### src/soc_pkg.sv
package soc_pkg;

  // ----------------------------------------
  // Bus widths
  // ----------------------------------------
  localparam int unsigned ADDR_W   = 32;
  localparam int unsigned DATA_W   = 64;
  localparam int unsigned BE_W     = DATA_W / 8;
  // Byte offset bits inside one bus word
  localparam int unsigned WORD_OFS = $clog2(BE_W);
  localparam int unsigned WORD_AW  = ADDR_W - WORD_OFS;

  // ----------------------------------------
  // Address map
  // ----------------------------------------
  localparam logic [ADDR_W-1:0]   ROM_BASE   = 32'h0001_0000;
  localparam int unsigned         ROM_WORDS  = 64;
  localparam int unsigned         ROM_AW     = $clog2(ROM_WORDS);
  localparam logic [DATA_W/2-1:0] ROM_TAG    = 32'hB007_C0DE;

  localparam logic [ADDR_W-1:0]   SRAM_BASE  = 32'h8000_0000;
  localparam int unsigned         SRAM_WORDS = 256;
  localparam int unsigned         SRAM_AW    = $clog2(SRAM_WORDS);

  // Debug request hold-off after reset
  localparam int unsigned DEBUG_HOLD_CYCLES = 20;
  localparam int unsigned HOLD_CNT_W        = $clog2(DEBUG_HOLD_CYCLES + 1);

  // ----------------------------------------
  // Bus types
  // ----------------------------------------
  typedef struct packed {
    logic              req;
    logic              we;
    logic [ADDR_W-1:0] addr;
    logic [BE_W-1:0]   be;
    logic [DATA_W-1:0] wdata;
  } bus_req_t;

  typedef struct packed {
    logic              rvalid;
    logic              err;
    logic [DATA_W-1:0] rdata;
  } bus_rsp_t;

  typedef enum logic {
    MST_HOST,
    MST_DEBUG
  } master_e;

  typedef enum logic [1:0] {
    SEL_ROM,
    SEL_SRAM,
    SEL_ERR
  } slave_sel_e;

endpackage

### src/debug_req_gate.sv
`timescale 1ns/1ns

module debug_req_gate (
  input  logic clk_i,
  input  logic rst_ni,
  input  logic debug_en_i,
  input  logic debug_req_i,
  output logic debug_req_o
);

  logic [soc_pkg::HOLD_CNT_W-1:0] hold_q;
  logic                           hold_done;

  // Counts down once per cycle and stops at zero
  always_ff @(posedge clk_i or negedge rst_ni) begin
    if (!rst_ni) begin
      hold_q <= soc_pkg::HOLD_CNT_W'(soc_pkg::DEBUG_HOLD_CYCLES);
    end else if (!hold_done) begin
      hold_q <= hold_q - 1'b1;
    end
  end

  assign hold_done = (hold_q == '0);

  // Blocked during hold-off and while debug is disabled
  assign debug_req_o = hold_done && debug_en_i && debug_req_i;

endmodule

### config.mk
export PLATFORM = sky130hd
export DESIGN_NAME = debug_req_gate
export DESIGN_NICKNAME = d
export VERILOG_FILES = /design/src/soc_pkg.sv /design/src/debug_req_gate.sv
export SDC_FILE = /design/constraint.sdc
export NUM_CORES = 1
export LEC_CHECK = 0
export BUFFER_PORTS_ARGS = -buffer_cell sky130_fd_sc_hd__clkbuf_2
export CAP_MARGIN = 20
export CORE_AREA = 4 4 41 43
export DETAILED_ROUTE_END_ITERATION = 7
export DIE_AREA = 0 0 45 47
export PLACE_DENSITY_LB_ADDON = 0.1
export SYNTH_ARGS = -nofsm -noshare
export SYNTH_HDL_FRONTEND = slang
export SYNTH_SLANG_ARGS = --single-unit
export TNS_END_PERCENT = 50
### constraint.sdc
create_clock -name clk_i -period 1.7 [get_ports clk_i]
set_input_delay 0.34 -clock clk_i [delete_from_list [all_inputs] [get_ports clk_i]]
set_output_delay 0.34 -clock clk_i [all_outputs]
set_load 0.01 [all_outputs]
==> results of run 1 <==
[per-stage QoR]
stage               power, mW  std cells
global route            0.287         56
detailed placement      0.129         44
global placement        0.129         44
CTS                     0.276         55
floorplan               0.123         24
finish                  0.268         56
[report_power, final]
group	leakage [nW]	internal, mW	switching, mW
Combinational	0.135	0.00530	0.00415
Sequential	0.0626	0.120	0
Clock	0.0150	0.0889	0.0501
Total	0.212	0.214	0.0542
[routing by layer]
layer / part of all wire / vias to the layer above / track usage
li1: - / 116 / -
met5: 0 / - / 0
met1: 0.38 / 121 / 0.0668
met3: 0.042 / 2 / 0.0345
met4: 0.024 / 0 / 0.0702
met2: 0.55 / 6 / 0.127
[cell usage after synthesis]
cell type / instances
sky130_fd_sc_hd__inv_1: 4
sky130_fd_sc_hd__dfrtp_1: 3
sky130_fd_sc_hd__dfstp_2: 2
sky130_fd_sc_hd__ha_1: 2
sky130_fd_sc_hd__nor3_2: 2
sky130_fd_sc_hd__o21ai_0: 2
sky130_fd_sc_hd__a21o_1: 1
sky130_fd_sc_hd__and3_1: 1
sky130_fd_sc_hd__mux2i_1: 1
sky130_fd_sc_hd__nand2b_1: 1
sky130_fd_sc_hd__nand3_1: 1
sky130_fd_sc_hd__nor3_1: 1
sky130_fd_sc_hd__o211ai_1: 1
sky130_fd_sc_hd__or3b_1: 1
sky130_fd_sc_hd__xnor2_1: 1
[cells by family after synthesis]
kind of cell    after synthesis  synth area share
compound gates                4            0.0953
flops                         5             0.486
mux                           1            0.0381
xor+xnor                      1            0.0333
fa+ha+maj                     2            0.0952
simple gates                  7             0.195
buf+inv                       4            0.0571
[area by class of cell]
cell class,instances,share of cell area
clock buffers,4,0.0619
inverters,4,0.0354
multi-input cells,15,0.345
flip-flops and latches,5,0.301
well taps,15,0.0442
repair buffers,13,0.212
[how the worst max path moves through the flow]
stage                               start          end  cells past startpoint
finish              hold_q[1]$_DFFE_PN0P_  debug_req_o                      6
global route        hold_q[1]$_DFFE_PN0P_  debug_req_o                      6
detailed placement  hold_q[0]$_DFFE_PN0P_  debug_req_o                      6
global placement    hold_q[0]$_DFFE_PN0P_  debug_req_o                      6
CTS                 hold_q[0]$_DFFE_PN0P_  debug_req_o                      6
floorplan           hold_q[0]$_DFFE_PN0P_  debug_req_o                      5
[repair_timing]
| item | CTS | global route |
|---|---|---|
| hold buffers | 1 | 0 |
| setup endpoints to repair | 1 | 1 |
| gates resized for setup | 5 | 2 |
| pin swaps | 2 | 3 |
| endpoints found under the hold margin | 3 | 0 |
| buffers inserted | 6 | 1 |
[worst register-to-register path: stages (launching register included)]
cell and delay [ns]:
sky130_fd_sc_hd__dfrtp_1 0.38, sky130_fd_sc_hd__inv_2 0.08, sky130_fd_sc_hd__buf_4 0.11, sky130_fd_sc_hd__buf_4 0.10
sky130_fd_sc_hd__ha_1 0.18, sky130_fd_sc_hd__or3b_1 0.39, sky130_fd_sc_hd__nor3_2 0.12, sky130_fd_sc_hd__a21o_1 0.10
==> metrics.txt, run 1 <==
# TYPE chip_impl_metric gauge
chip_impl_metric{name="synth.lib_cells_used.distinct",unit=""} 15
chip_impl_metric{name="critical_path_arrival",unit="ns"} 1.32
chip_impl_info{name="worst_path_dominant_cell_family",value="flip-flops"} 1
chip_impl_metric{name="rr_worst_depth",unit=""} 7
chip_impl_metric{name="syn_nets",unit=""} 30
chip_impl_info{name="timing.critical_path.from_type",value="flop"} 1
chip_impl_metric{name="antenna-diode-count",unit=""} 0
chip_impl_metric{name="layout.cell_area.non_filler",unit="um^2"} 424
chip_impl_metric{name="final_critical_path_setup_slack",unit="ns"} 0.0423
chip_impl_metric{name="cts_inserted_buffers",unit=""} 3
chip_impl_info{name="synth.area.top_cells",value="sky130_fd_sc_hd__dfrtp_1 (29%), sky130_fd_sc_hd__dfstp_2 (20%), sky130_fd_sc_hd__ha_1 (9.5%)"} 1
chip_impl_metric{name="gp_congestion",unit=""} 0.671
chip_impl_metric{name="wl",unit="um"} 576
chip_impl_metric{name="post-route-drc-count",unit=""} 0
chip_impl_metric{name="power_density",unit="nW/um^2"} 632
chip_impl_info{name="cp_cell_sequence",value="inv_2, ha_4, nand2b_4, nor3_4, and3_1, buf_2"} 1
chip_impl_metric{name="dr_total_vias",unit=""} 245
chip_impl_metric{name="clock_latency",unit="ns"} 0.25
chip_impl_info{name="yosys.area.top_type",value="sky130_fd_sc_hd__dfrtp_1"} 1
chip_impl_metric{name="leakagePower",unit="nW"} 0.212
chip_impl_metric{name="crit_fanout",unit=""} 2
chip_impl_metric{name="start_util",unit=""} 0.202
chip_impl_metric{name="finalHoldWorstSlack",unit="ns"} 0.444
chip_impl_info{name="run_status",value="completed"} 1
chip_impl_metric{name="worstPathRequired",unit="ns"} 1.36
chip_impl_metric{name="number_of_antenna_violations_at_the_first_check_in_global_routing",unit=""} 0
chip_impl_metric{name="avgRoutedWirePerCell",unit="um"} 10.3
chip_impl_metric{name="slew_headroom",unit=""} 0.843
chip_impl_metric{name="tightestPinTransition",unit="ns"} 0.234
chip_impl_info{name="clock_tree.root_cell",value="sky130_fd_sc_hd__clkbuf_4"} 1
chip_impl_info{name="r2r_startpoint",value="hold_q[1]$_DFFE_PN0P_"} 1
chip_impl_metric{name="synthesis.area_per_instance",unit="um^2"} 10.9
chip_impl_metric{name="post_synth_instance_area",unit="um^2"} 263
chip_impl_metric{name="ff_latch_area",unit="um^2"} 128
chip_impl_metric{name="fp.dieW",unit="um"} 45
chip_impl_metric{name="cts.htree.levels",unit=""} 1
chip_impl_metric{name="number_of_global_route_vias_before_repair",unit=""} 261
chip_impl_info{name="cts_tree",value="done"} 1
chip_impl_metric{name="finalSetupViolations",unit=""} 0
chip_impl_metric{name="grt_pass1_wl",unit="um"} 1050
chip_impl_info{name="largestRegisters",value="hold_q (5)"} 1
chip_impl_metric{name="dp_worst_setup_slack",unit="ns"} 0.125
chip_impl_metric{name="synth_warnings",unit=""} 0
chip_impl_metric{name="placementRows",unit=""} 13
chip_impl_metric{name="detail_route.iter0.violations",unit=""} 1
chip_impl_metric{name="fp.dieH",unit="um"} 47
chip_impl_metric{name="max_clock_freq",unit="MHz"} 603
chip_impl_metric{name="final.period_utilization",unit=""} 0.975
chip_impl_metric{name="grt.overflow.total",unit=""} 0
chip_impl_metric{name="area.growth.synth_to_final",unit="%"} 61.4
chip_impl_metric{name="grt_use_total",unit=""} 0.0754
chip_impl_metric{name="report.final.slew_viol_count",unit=""} 0
chip_impl_metric{name="detailedPlacementHpwl",unit="um"} 375
chip_impl_metric{name="cts.reportedPaths.clkPinSlew",unit="ns"} 0.05
chip_impl_metric{name="multi_input_combinational_cell_area",unit="um^2"} 146
chip_impl_metric{name="i_o_buffers",unit=""} 4
chip_impl_metric{name="core_area",unit="um^2"} 1300
chip_impl_metric{name="final_setup_tns",unit="ns"} 0
chip_impl_info{name="setup_repair_after_global_routing_missed_its_margin",value="yes"} 1
chip_impl_metric{name="min_period",unit="ns"} 1.66
chip_impl_metric{name="synthesis.instances",unit=""} 24
chip_impl_metric{name="synth.top_cell.area_share",unit=""} 0.286
chip_impl_metric{name="boundaryPins",unit=""} 5
chip_impl_metric{name="number_of_hold_slack_violations_in_the_final_timing_report",unit=""} 0
chip_impl_metric{name="drt-vias-per-instance",unit=""} 4.38
chip_impl_info{name="worstSetupPathType",value="flop to output port"} 1
chip_impl_metric{name="fp.dieArea",unit="um^2"} 2120
chip_impl_info{name="regMostFlops",value="hold_q"} 1
chip_impl_metric{name="final_antenna_net_count",unit=""} 0
chip_impl_metric{name="synth-seq-area-share",unit=""} 0.486
chip_impl_metric{name="design.final.nets",unit=""} 48
chip_impl_info{name="final_common_cell",value="sky130_fd_sc_hd__buf_4"} 1
chip_impl_metric{name="synth-seq-cells",unit=""} 5
chip_impl_metric{name="nFillCells",unit=""} 143
chip_impl_info{name="critical_path.slowest_cell",value="sky130_fd_sc_hd__dfrtp_1"} 1
chip_impl_info{name="highest_count_cells_in_the_layout_ignoring_fill_and_taps",value="sky130_fd_sc_hd__buf_4 (8), sky130_fd_sc_hd__clkbuf_4 (3), sky130_fd_sc_hd__dfrtp_1 (3), sky130_fd_sc_hd__clkbuf_2 (3)"} 1
chip_impl_metric{name="largest_net_degree_at_the_start_of_global_routing",unit=""} 6
chip_impl_info{name="endpoint_kind",value="output port"} 1
chip_impl_metric{name="dpl-instance-area",unit="um^2"} 309
chip_impl_metric{name="vdd_ir_drop_max",unit="mV"} 0.390
chip_impl_metric{name="finish.utilization",unit=""} 0.326
chip_impl_metric{name="reg2reg_setup_slack",unit="ns"} 0.20
chip_impl_metric{name="clockBufferDepth",unit=""} 2
chip_impl_metric{name="critical_path_buf_inv_count",unit=""} 2
chip_impl_info{name="rr_endpoint",value="hold_q[4]$_DFFE_PN1P_"} 1
chip_impl_info{name="worstHoldPathType",value="input pin to async pin"} 1
chip_impl_metric{name="clock_sink_count",unit=""} 5
chip_impl_metric{name="cap_violations",unit=""} 0
chip_impl_metric{name="first_pass_iters",unit=""} 2
chip_impl_metric{name="fin_skew",unit="ns"} 0.00690
chip_impl_metric{name="drive_above_1_share",unit=""} 0.561
chip_impl_metric{name="critPathMaxStageDelay",unit="ns"} 0.38
chip_impl_metric{name="largest_reg_flops",unit=""} 5
(Power assumes the default switching activity.)
==> run 2, diff against run 1 <==
- PLACE_DENSITY_LB_ADDON: 0.1 -> 0.3
==> run 2 against run 1 <==
  * Clock-buffer cell count unchanged
  * Critical path depth unchanged
  * Global-route usage down 0.40 points
  * Worst setup slack worse by 0.0088 ns
  * Routed wire length up 5.6%
  * Critical endpoint unchanged
  * Largest power group unchanged
  * Die area unchanged
  * First-iteration DRC count up 100%
  * Sequential power about the same
==> metrics.txt, run 2 (same netlist as run 1, synthesis figures left out) <==
# TYPE chip_impl_metric gauge
chip_impl_metric{name="largest_reg_flops",unit=""} 5
chip_impl_metric{name="power_density",unit="nW/um^2"} 635
chip_impl_info{name="regMostFlops",value="hold_q"} 1
chip_impl_metric{name="switching_power",unit="mW"} 0.0603
chip_impl_metric{name="cts.htree.levels",unit=""} 1
chip_impl_metric{name="seq_power_share",unit=""} 0.436
chip_impl_metric{name="start_util",unit=""} 0.202
chip_impl_metric{name="fp.dieArea",unit="um^2"} 2120
chip_impl_info{name="r2r_startpoint",value="hold_q[1]$_DFFE_PN0P_"} 1
chip_impl_metric{name="vdd_ir_drop_max",unit="mV"} 0.264
chip_impl_metric{name="largest_net_degree_at_the_start_of_global_routing",unit=""} 6
chip_impl_metric{name="number_of_global_route_vias_before_repair",unit=""} 238
chip_impl_metric{name="antenna-diode-count",unit=""} 0
chip_impl_metric{name="dpl-instance-area",unit="um^2"} 309
chip_impl_info{name="worstHoldPathType",value="input pin to async pin"} 1
chip_impl_metric{name="max_clock_freq",unit="MHz"} 600
chip_impl_metric{name="first_pass_iters",unit=""} 4
chip_impl_metric{name="grt_pass1_wl",unit="um"} 979
chip_impl_metric{name="cts.reportedPaths.clkPinSlew",unit="ns"} 0.05
chip_impl_info{name="final_common_cell",value="sky130_fd_sc_hd__buf_4"} 1
chip_impl_metric{name="clock_sink_count",unit=""} 5
chip_impl_metric{name="wl",unit="um"} 608
chip_impl_info{name="worstSetupPathType",value="flop to output port"} 1
chip_impl_metric{name="detail_route.iter0.violations",unit=""} 2
chip_impl_info{name="critical_path.slowest_cell",value="sky130_fd_sc_hd__dfrtp_1"} 1
chip_impl_metric{name="min_period",unit="ns"} 1.67
chip_impl_metric{name="clock_latency",unit="ns"} 0.24
chip_impl_info{name="highest_count_cells_in_the_layout_ignoring_fill_and_taps",value="sky130_fd_sc_hd__buf_4 (9), sky130_fd_sc_hd__clkbuf_4 (3), sky130_fd_sc_hd__dfrtp_1 (3), sky130_fd_sc_hd__clkbuf_2 (3)"} 1
chip_impl_metric{name="critPathMaxStageDelay",unit="ns"} 0.38
chip_impl_metric{name="post-route-drc-count",unit=""} 0
chip_impl_metric{name="leakagePower",unit="nW"} 0.217
chip_impl_metric{name="dp_worst_setup_slack",unit="ns"} 0.144
chip_impl_metric{name="drive_above_1_share",unit=""} 0.571
chip_impl_metric{name="boundaryPins",unit=""} 5
chip_impl_info{name="rr_endpoint",value="hold_q[4]$_DFFE_PN1P_"} 1
chip_impl_metric{name="grt.overflow.total",unit=""} 0
chip_impl_info{name="setup_repair_after_global_routing_missed_its_margin",value="yes"} 1
chip_impl_metric{name="placementRows",unit=""} 13
chip_impl_info{name="worst_path_dominant_cell_family",value="flip-flops"} 1
chip_impl_metric{name="power.switching_fraction",unit=""} 0.220
chip_impl_info{name="clock_tree.root_cell",value="sky130_fd_sc_hd__clkbuf_4"} 1
chip_impl_metric{name="clockBufferDepth",unit=""} 2
chip_impl_info{name="cp_cell_sequence",value="inv_2, ha_4, nand2b_4, nor3_4, and3_1, buf_2"} 1
chip_impl_metric{name="critical_path_buf_inv_count",unit=""} 2
chip_impl_metric{name="number_of_hold_slack_violations_in_the_final_timing_report",unit=""} 0
chip_impl_metric{name="finalHoldWorstSlack",unit="ns"} 0.472
chip_impl_metric{name="cap_violations",unit=""} 0
chip_impl_metric{name="fp.dieH",unit="um"} 47
chip_impl_metric{name="drt-vias-per-instance",unit=""} 4.02
chip_impl_metric{name="final_setup_tns",unit="ns"} 0
chip_impl_metric{name="design.final.nets",unit=""} 49
chip_impl_metric{name="final_critical_path_setup_slack",unit="ns"} 0.0335
chip_impl_metric{name="reg2reg_setup_slack",unit="ns"} 0.20
chip_impl_metric{name="final.period_utilization",unit=""} 0.980
chip_impl_metric{name="worstPathRequired",unit="ns"} 1.36
chip_impl_metric{name="rr_worst_depth",unit=""} 7
chip_impl_metric{name="cts_inserted_buffers",unit=""} 3
chip_impl_info{name="largestRegisters",value="hold_q (5)"} 1
chip_impl_metric{name="gp_congestion",unit=""} 0.777
chip_impl_metric{name="fp.dieW",unit="um"} 45
chip_impl_metric{name="slew_headroom",unit=""} 0.855
chip_impl_metric{name="core_area",unit="um^2"} 1300
chip_impl_info{name="endpoint_kind",value="output port"} 1
chip_impl_info{name="cts_tree",value="done"} 1
chip_impl_metric{name="report.final.slew_viol_count",unit=""} 0
chip_impl_metric{name="area.growth.synth_to_final",unit="%"} 64.3
chip_impl_info{name="timing.critical_path.from_type",value="flop"} 1
chip_impl_metric{name="avgRoutedWirePerCell",unit="um"} 10.7
chip_impl_metric{name="number_of_antenna_violations_at_the_first_check_in_global_routing",unit=""} 0
chip_impl_metric{name="crit_fanout",unit=""} 2
chip_impl_metric{name="power.share.combinational",unit=""} 0.036
chip_impl_metric{name="p_int",unit="mW"} 0.214
chip_impl_metric{name="critical_path_arrival",unit="ns"} 1.33
chip_impl_info{name="run_status",value="completed"} 1
chip_impl_metric{name="finalSetupViolations",unit=""} 0
chip_impl_metric{name="fin_skew",unit="ns"} 0.00249
chip_impl_metric{name="dr_total_vias",unit=""} 229
chip_impl_metric{name="tightestPinTransition",unit="ns"} 0.216
chip_impl_metric{name="layout.cell_area.non_filler",unit="um^2"} 432
chip_impl_metric{name="i_o_buffers",unit=""} 4
chip_impl_metric{name="final_antenna_net_count",unit=""} 0
chip_impl_metric{name="p_clk_frac",unit=""} 0.529
chip_impl_metric{name="grt_use_total",unit=""} 0.0714
chip_impl_metric{name="nFillCells",unit=""} 142
==> run 2: cell types whose count changed in the layout (fill, tap and decap cells not counted) <==
cell / previous run / this run
sky130_fd_sc_hd__buf_4: 8 / 9
==> run 2: area by class of cell <==
class | instances | area [um^2] | area share
multi-input cells | 15 | 146 | 0.339
flip-flops and latches | 5 | 128 | 0.296
repair buffers | 14 | 97.6 | 0.226
clock buffers | 4 | 26.3 | 0.0609
well taps | 15 | 18.8 | 0.0435
inverters | 4 | 15.0 | 0.0348
==> run 2: worst max-delay path by stage <==
stage | startpoint | endpoint | depth (start not counted)
global route | hold_q[1]$_DFFE_PN0P_ | debug_req_o | 6
finish | hold_q[1]$_DFFE_PN0P_ | debug_req_o | 6
floorplan | hold_q[0]$_DFFE_PN0P_ | debug_req_o | 5
global placement | hold_q[0]$_DFFE_PN0P_ | debug_req_o | 6
detailed placement | hold_q[0]$_DFFE_PN0P_ | debug_req_o | 6
CTS | hold_q[1]$_DFFE_PN0P_ | debug_req_o | 6
==> run 2: power by group through the flow <==
| stage | Sequential [mW] | Clock [mW] | Combinational [mW] |
|---|---|---|---|
| 5_1_grt | 0.119 | 0.168 | 0.0113 |
| 2_1_floorplan | 0.121 | 0 | 0.00158 |
| 3_5_place_dp | 0.121 | 0 | 0.00795 |
| 3_3_place_gp | 0.121 | 0 | 0.00776 |
| 6_report | 0.119 | 0.145 | 0.00980 |
| 4_1_cts | 0.120 | 0.144 | 0.00988 |
==> run 2: worst register-to-register path, cell delays in order, from the launching register on <==
cell and delay, ns:
sky130_fd_sc_hd__dfrtp_1 0.38, sky130_fd_sc_hd__inv_2 0.09, sky130_fd_sc_hd__buf_4 0.10, sky130_fd_sc_hd__buf_4 0.10, sky130_fd_sc_hd__ha_1 0.17, sky130_fd_sc_hd__or3b_1 0.39, sky130_fd_sc_hd__nor3_2 0.11, sky130_fd_sc_hd__a21o_1 0.10
==> run 2: what timing repair did <==
action,4_1_cts,5_1_grt
endpoints found under the hold margin,3,0
resized for setup,6,1
setup buffers,4,4
hold buffers,1,0
pin swaps,3,3
endpoints found under the setup margin,1,1
==> run 2: per-stage QoR <==
step            util  instances  total power, mW
6_report       0.332         57            0.274
5_1_grt        0.332         57            0.299
4_1_cts        0.309         53            0.273
3_5_place_dp   0.238         44            0.129
3_3_place_gp   0.238         44            0.129
2_1_floorplan      -         24            0.123
==> run 2: metal layers <==
layer	routed length, um	share of wire	GRT usage	vias to the layer above
li1	-	-	-	118
met2	326	0.54	0.113	6
met4	17	0.028	0.0526	0
met3	32	0.053	0.0345	2
met1	233	0.38	0.0737	103
met5	0	0	0	-
==> run 3, diff against run 2 <==
==> constraint.sdc (replaced) <==
create_clock -name clk_i -period 1.7 [get_ports clk_i]
set_input_delay 0.085 -clock clk_i [delete_from_list [all_inputs] [get_ports clk_i]]
set_output_delay 0.085 -clock clk_i [all_outputs]
set_load 0.01 [all_outputs]
==> run 3 against run 2 <==
  * Die area stayed put
  * Final cell count is 14% lower
  * Critical path depth did not move
  * Sequential cell count stayed put
  * Critical path type unchanged
  * Total power shrank 1.5%
  * Largest cell class unchanged
  * Maximum frequency increased by 4.2%
  * Utilization decreased by 5.6 points
  * Routed wire length down 16%
  * Clock skew rose by 0.0029 ns
  * Register-to-register slack better by 0.12 ns
  * Worst hold slack worse by 0.28 ns
  * Clock-buffer cell count did not move
==> metrics.txt, run 3 (same netlist as run 1, synthesis figures left out) <==
# TYPE chip_impl_metric gauge
chip_impl_metric{name="antenna-diode-count",unit=""} 0
chip_impl_metric{name="dp_worst_setup_slack",unit="ns"} 0.271
chip_impl_info{name="highest_count_cells_in_the_layout_ignoring_fill_and_taps",value="sky130_fd_sc_hd__inv_1 (4), sky130_fd_sc_hd__clkbuf_2 (4), sky130_fd_sc_hd__clkbuf_4 (3), sky130_fd_sc_hd__dfrtp_1 (3)"} 1
chip_impl_metric{name="number_of_antenna_violations_at_the_first_check_in_global_routing",unit=""} 0
chip_impl_metric{name="cap_violations",unit=""} 0
chip_impl_metric{name="wl",unit="um"} 511
chip_impl_metric{name="grt_use_total",unit=""} 0.0739
chip_impl_info{name="rr_endpoint",value="hold_q[1]$_DFFE_PN0P_"} 1
chip_impl_info{name="cts_tree",value="done"} 1
chip_impl_metric{name="largest_net_degree_at_the_start_of_global_routing",unit=""} 6
chip_impl_metric{name="dpl-instance-area",unit="um^2"} 302
chip_impl_metric{name="max_clock_freq",unit="MHz"} 625
chip_impl_metric{name="cts.htree.levels",unit=""} 1
chip_impl_metric{name="critical_path_arrival",unit="ns"} 1.51
chip_impl_info{name="endpoint_kind",value="output port"} 1
chip_impl_metric{name="cts_inserted_buffers",unit=""} 3
chip_impl_metric{name="fin_skew",unit="ns"} 0.00542
chip_impl_metric{name="fp.dieH",unit="um"} 47
chip_impl_info{name="regMostFlops",value="hold_q"} 1
chip_impl_info{name="timing.critical_path.from_type",value="flop"} 1
chip_impl_metric{name="vdd_ir_drop_max",unit="mV"} 0.365
chip_impl_metric{name="layout.cell_area.non_filler",unit="um^2"} 359
chip_impl_metric{name="drt-vias-per-instance",unit=""} 3.86
chip_impl_metric{name="finalSetupViolations",unit=""} 0
chip_impl_metric{name="final_critical_path_setup_slack",unit="ns"} 0.101
chip_impl_metric{name="tightestPinTransition",unit="ns"} 0.200
chip_impl_metric{name="post-route-drc-count",unit=""} 0
chip_impl_metric{name="nFillCells",unit=""} 151
chip_impl_metric{name="detail_route.iter0.violations",unit=""} 2
chip_impl_info{name="top_usage_layer",value="met2"} 1
chip_impl_metric{name="final.period_utilization",unit=""} 0.941
chip_impl_metric{name="core_area",unit="um^2"} 1300
chip_impl_metric{name="power_density",unit="nW/um^2"} 752
chip_impl_metric{name="first_pass_iters",unit=""} 2
chip_impl_metric{name="avgRoutedWirePerCell",unit="um"} 10.4
chip_impl_metric{name="groute.layer.met3.usage",unit=""} 0.0460
chip_impl_info{name="clock_tree.root_cell",value="sky130_fd_sc_hd__clkbuf_4"} 1
chip_impl_metric{name="report.final.slew_viol_count",unit=""} 0
chip_impl_metric{name="clock_latency",unit="ns"} 0.25
chip_impl_metric{name="crit_fanout",unit=""} 3
chip_impl_metric{name="final_setup_tns",unit="ns"} 0
chip_impl_metric{name="area.growth.synth_to_final",unit="%"} 36.7
chip_impl_info{name="r2r_startpoint",value="hold_q[0]$_DFFE_PN0P_"} 1
chip_impl_metric{name="dr_total_vias",unit=""} 189
chip_impl_info{name="largestRegisters",value="hold_q (5)"} 1
chip_impl_info{name="worstSetupPathType",value="flop to output port"} 1
chip_impl_metric{name="i_o_buffers",unit=""} 4
chip_impl_metric{name="design.final.nets",unit=""} 41
chip_impl_metric{name="start_util",unit=""} 0.202
chip_impl_metric{name="clockBufferDepth",unit=""} 2
chip_impl_metric{name="leakagePower",unit="nW"} 0.177
chip_impl_info{name="run_status",value="completed"} 1
chip_impl_metric{name="placementRows",unit=""} 13
chip_impl_metric{name="drive_above_1_share",unit=""} 0.382
chip_impl_metric{name="worstPathRequired",unit="ns"} 1.62
chip_impl_metric{name="final_antenna_net_count",unit=""} 0
chip_impl_metric{name="rr_worst_depth",unit=""} 6
chip_impl_metric{name="number_of_global_route_vias_before_repair",unit=""} 227
chip_impl_metric{name="globalRouteMet2Util",unit=""} 0.0960
chip_impl_metric{name="largest_reg_flops",unit=""} 5
chip_impl_metric{name="ff_latch_area",unit="um^2"} 128
chip_impl_metric{name="detailedPlacementHpwl",unit="um"} 359
chip_impl_info{name="worstHoldPathType",value="input pin to async pin"} 1
chip_impl_metric{name="grt_pass1_wl",unit="um"} 972
chip_impl_metric{name="min_period",unit="ns"} 1.60
chip_impl_metric{name="slew_headroom",unit=""} 0.866
chip_impl_metric{name="boundaryPins",unit=""} 5
chip_impl_metric{name="cts.reportedPaths.clkPinSlew",unit="ns"} 0.05
chip_impl_metric{name="grt_util_met1",unit=""} 0.0808
chip_impl_metric{name="number_of_hold_slack_violations_in_the_final_timing_report",unit=""} 0
chip_impl_metric{name="clock_sink_count",unit=""} 5
chip_impl_metric{name="gp_congestion",unit=""} 0.750
chip_impl_metric{name="multi_input_combinational_cell_area",unit="um^2"} 134
chip_impl_metric{name="reg2reg_setup_slack",unit="ns"} 0.32
chip_impl_metric{name="fp.dieW",unit="um"} 45
chip_impl_metric{name="grt.overflow.total",unit=""} 0
chip_impl_metric{name="fp.dieArea",unit="um^2"} 2120
==> run 3: cell types whose count changed in the layout (fill, tap and decap cells not counted) <==
| cell | delta |
|---|---|
| sky130_fd_sc_hd__ha_1 | +1 |
| sky130_fd_sc_hd__buf_2 | -1 |
| sky130_fd_sc_hd__clkbuf_2 | +1 |
| sky130_fd_sc_hd__buf_4 | -8 |
| sky130_fd_sc_hd__ha_4 | -1 |
| sky130_fd_sc_hd__inv_1 | +2 |
| sky130_fd_sc_hd__inv_2 | -2 |
==> run 3: repair_timing <==
| item | 4_1_cts | 5_1_grt |
|---|---|---|
| setup endpoints to repair | 1 | 1 |
| pin swaps | 0 | 1 |
| setup buffers | 0 | 1 |
| hold endpoints to repair | 5 | 0 |
| resized for setup | 1 | 1 |
| hold buffers | 1 | 0 |
| gates cloned | 0 | 0 |
==> run 3: per-stage QoR <==
step	utilization	hold WS, ns	total power, mW	std cells
final	0.276	0.187	0.270	49
after global routing	0.276	0.196	0.287	49
after CTS	0.264	0.192	0.277	48
after detailed placement	0.232	-0.0924	0.129	43
after global placement	0.232	-0.0944	0.129	43
after floorplan	-	-0.211	0.123	24
==> run 3: per-layer routing <==
metal  part of all wire  wire length (um)  vias up
li1                   -                 -      104
met1               0.48               247       77
met2               0.42               214        6
met3              0.059                30        2
met4              0.037                19        0
met5                  0                 0        -
==> run 3: power by group <==
group	internal (mW)	switching (mW)
combinational	0.00527	0.00427
clock	0.0889	0.0520
sequential	0.120	0
total	0.214	0.0563
==> run 3: worst max-delay path, cell delays in order (launching register included) <==
cell	delay, ns
sky130_fd_sc_hd__dfrtp_1	0.40
sky130_fd_sc_hd__inv_1	0.09
sky130_fd_sc_hd__ha_1	0.23
sky130_fd_sc_hd__nand2b_4	0.09
sky130_fd_sc_hd__nor3_4	0.17
sky130_fd_sc_hd__and3_1	0.17
sky130_fd_sc_hd__clkbuf_2	0.13
==> run 3: how the worst max path moves through the flow <==
stage / startpoint / endpoint / slack (ns) / cells after the start
floorplan: hold_q[0]$_DFFE_PN0P_ / hold_q[4]$_DFFE_PN1P_ / 0.46 / 4
global placement: hold_q[0]$_DFFE_PN0P_ / debug_req_o / 0.28 / 6
detailed placement: hold_q[0]$_DFFE_PN0P_ / debug_req_o / 0.27 / 6
CTS: hold_q[0]$_DFFE_PN0P_ / debug_req_o / 0.04 / 6
global route: hold_q[1]$_DFFE_PN0P_ / debug_req_o / -0.006 / 6
finish: hold_q[0]$_DFFE_PN0P_ / debug_req_o / 0.10 / 6
==> run 3: layout make-up <==
cell class                      instances  share of cell area
Tap cell                               15              0.0523
Multi-Input combinational cell         15               0.373
Clock buffer                            4              0.0732
Sequential cell                         5               0.355
Timing Repair Buffer                    6               0.105
Inverter                                4              0.0418
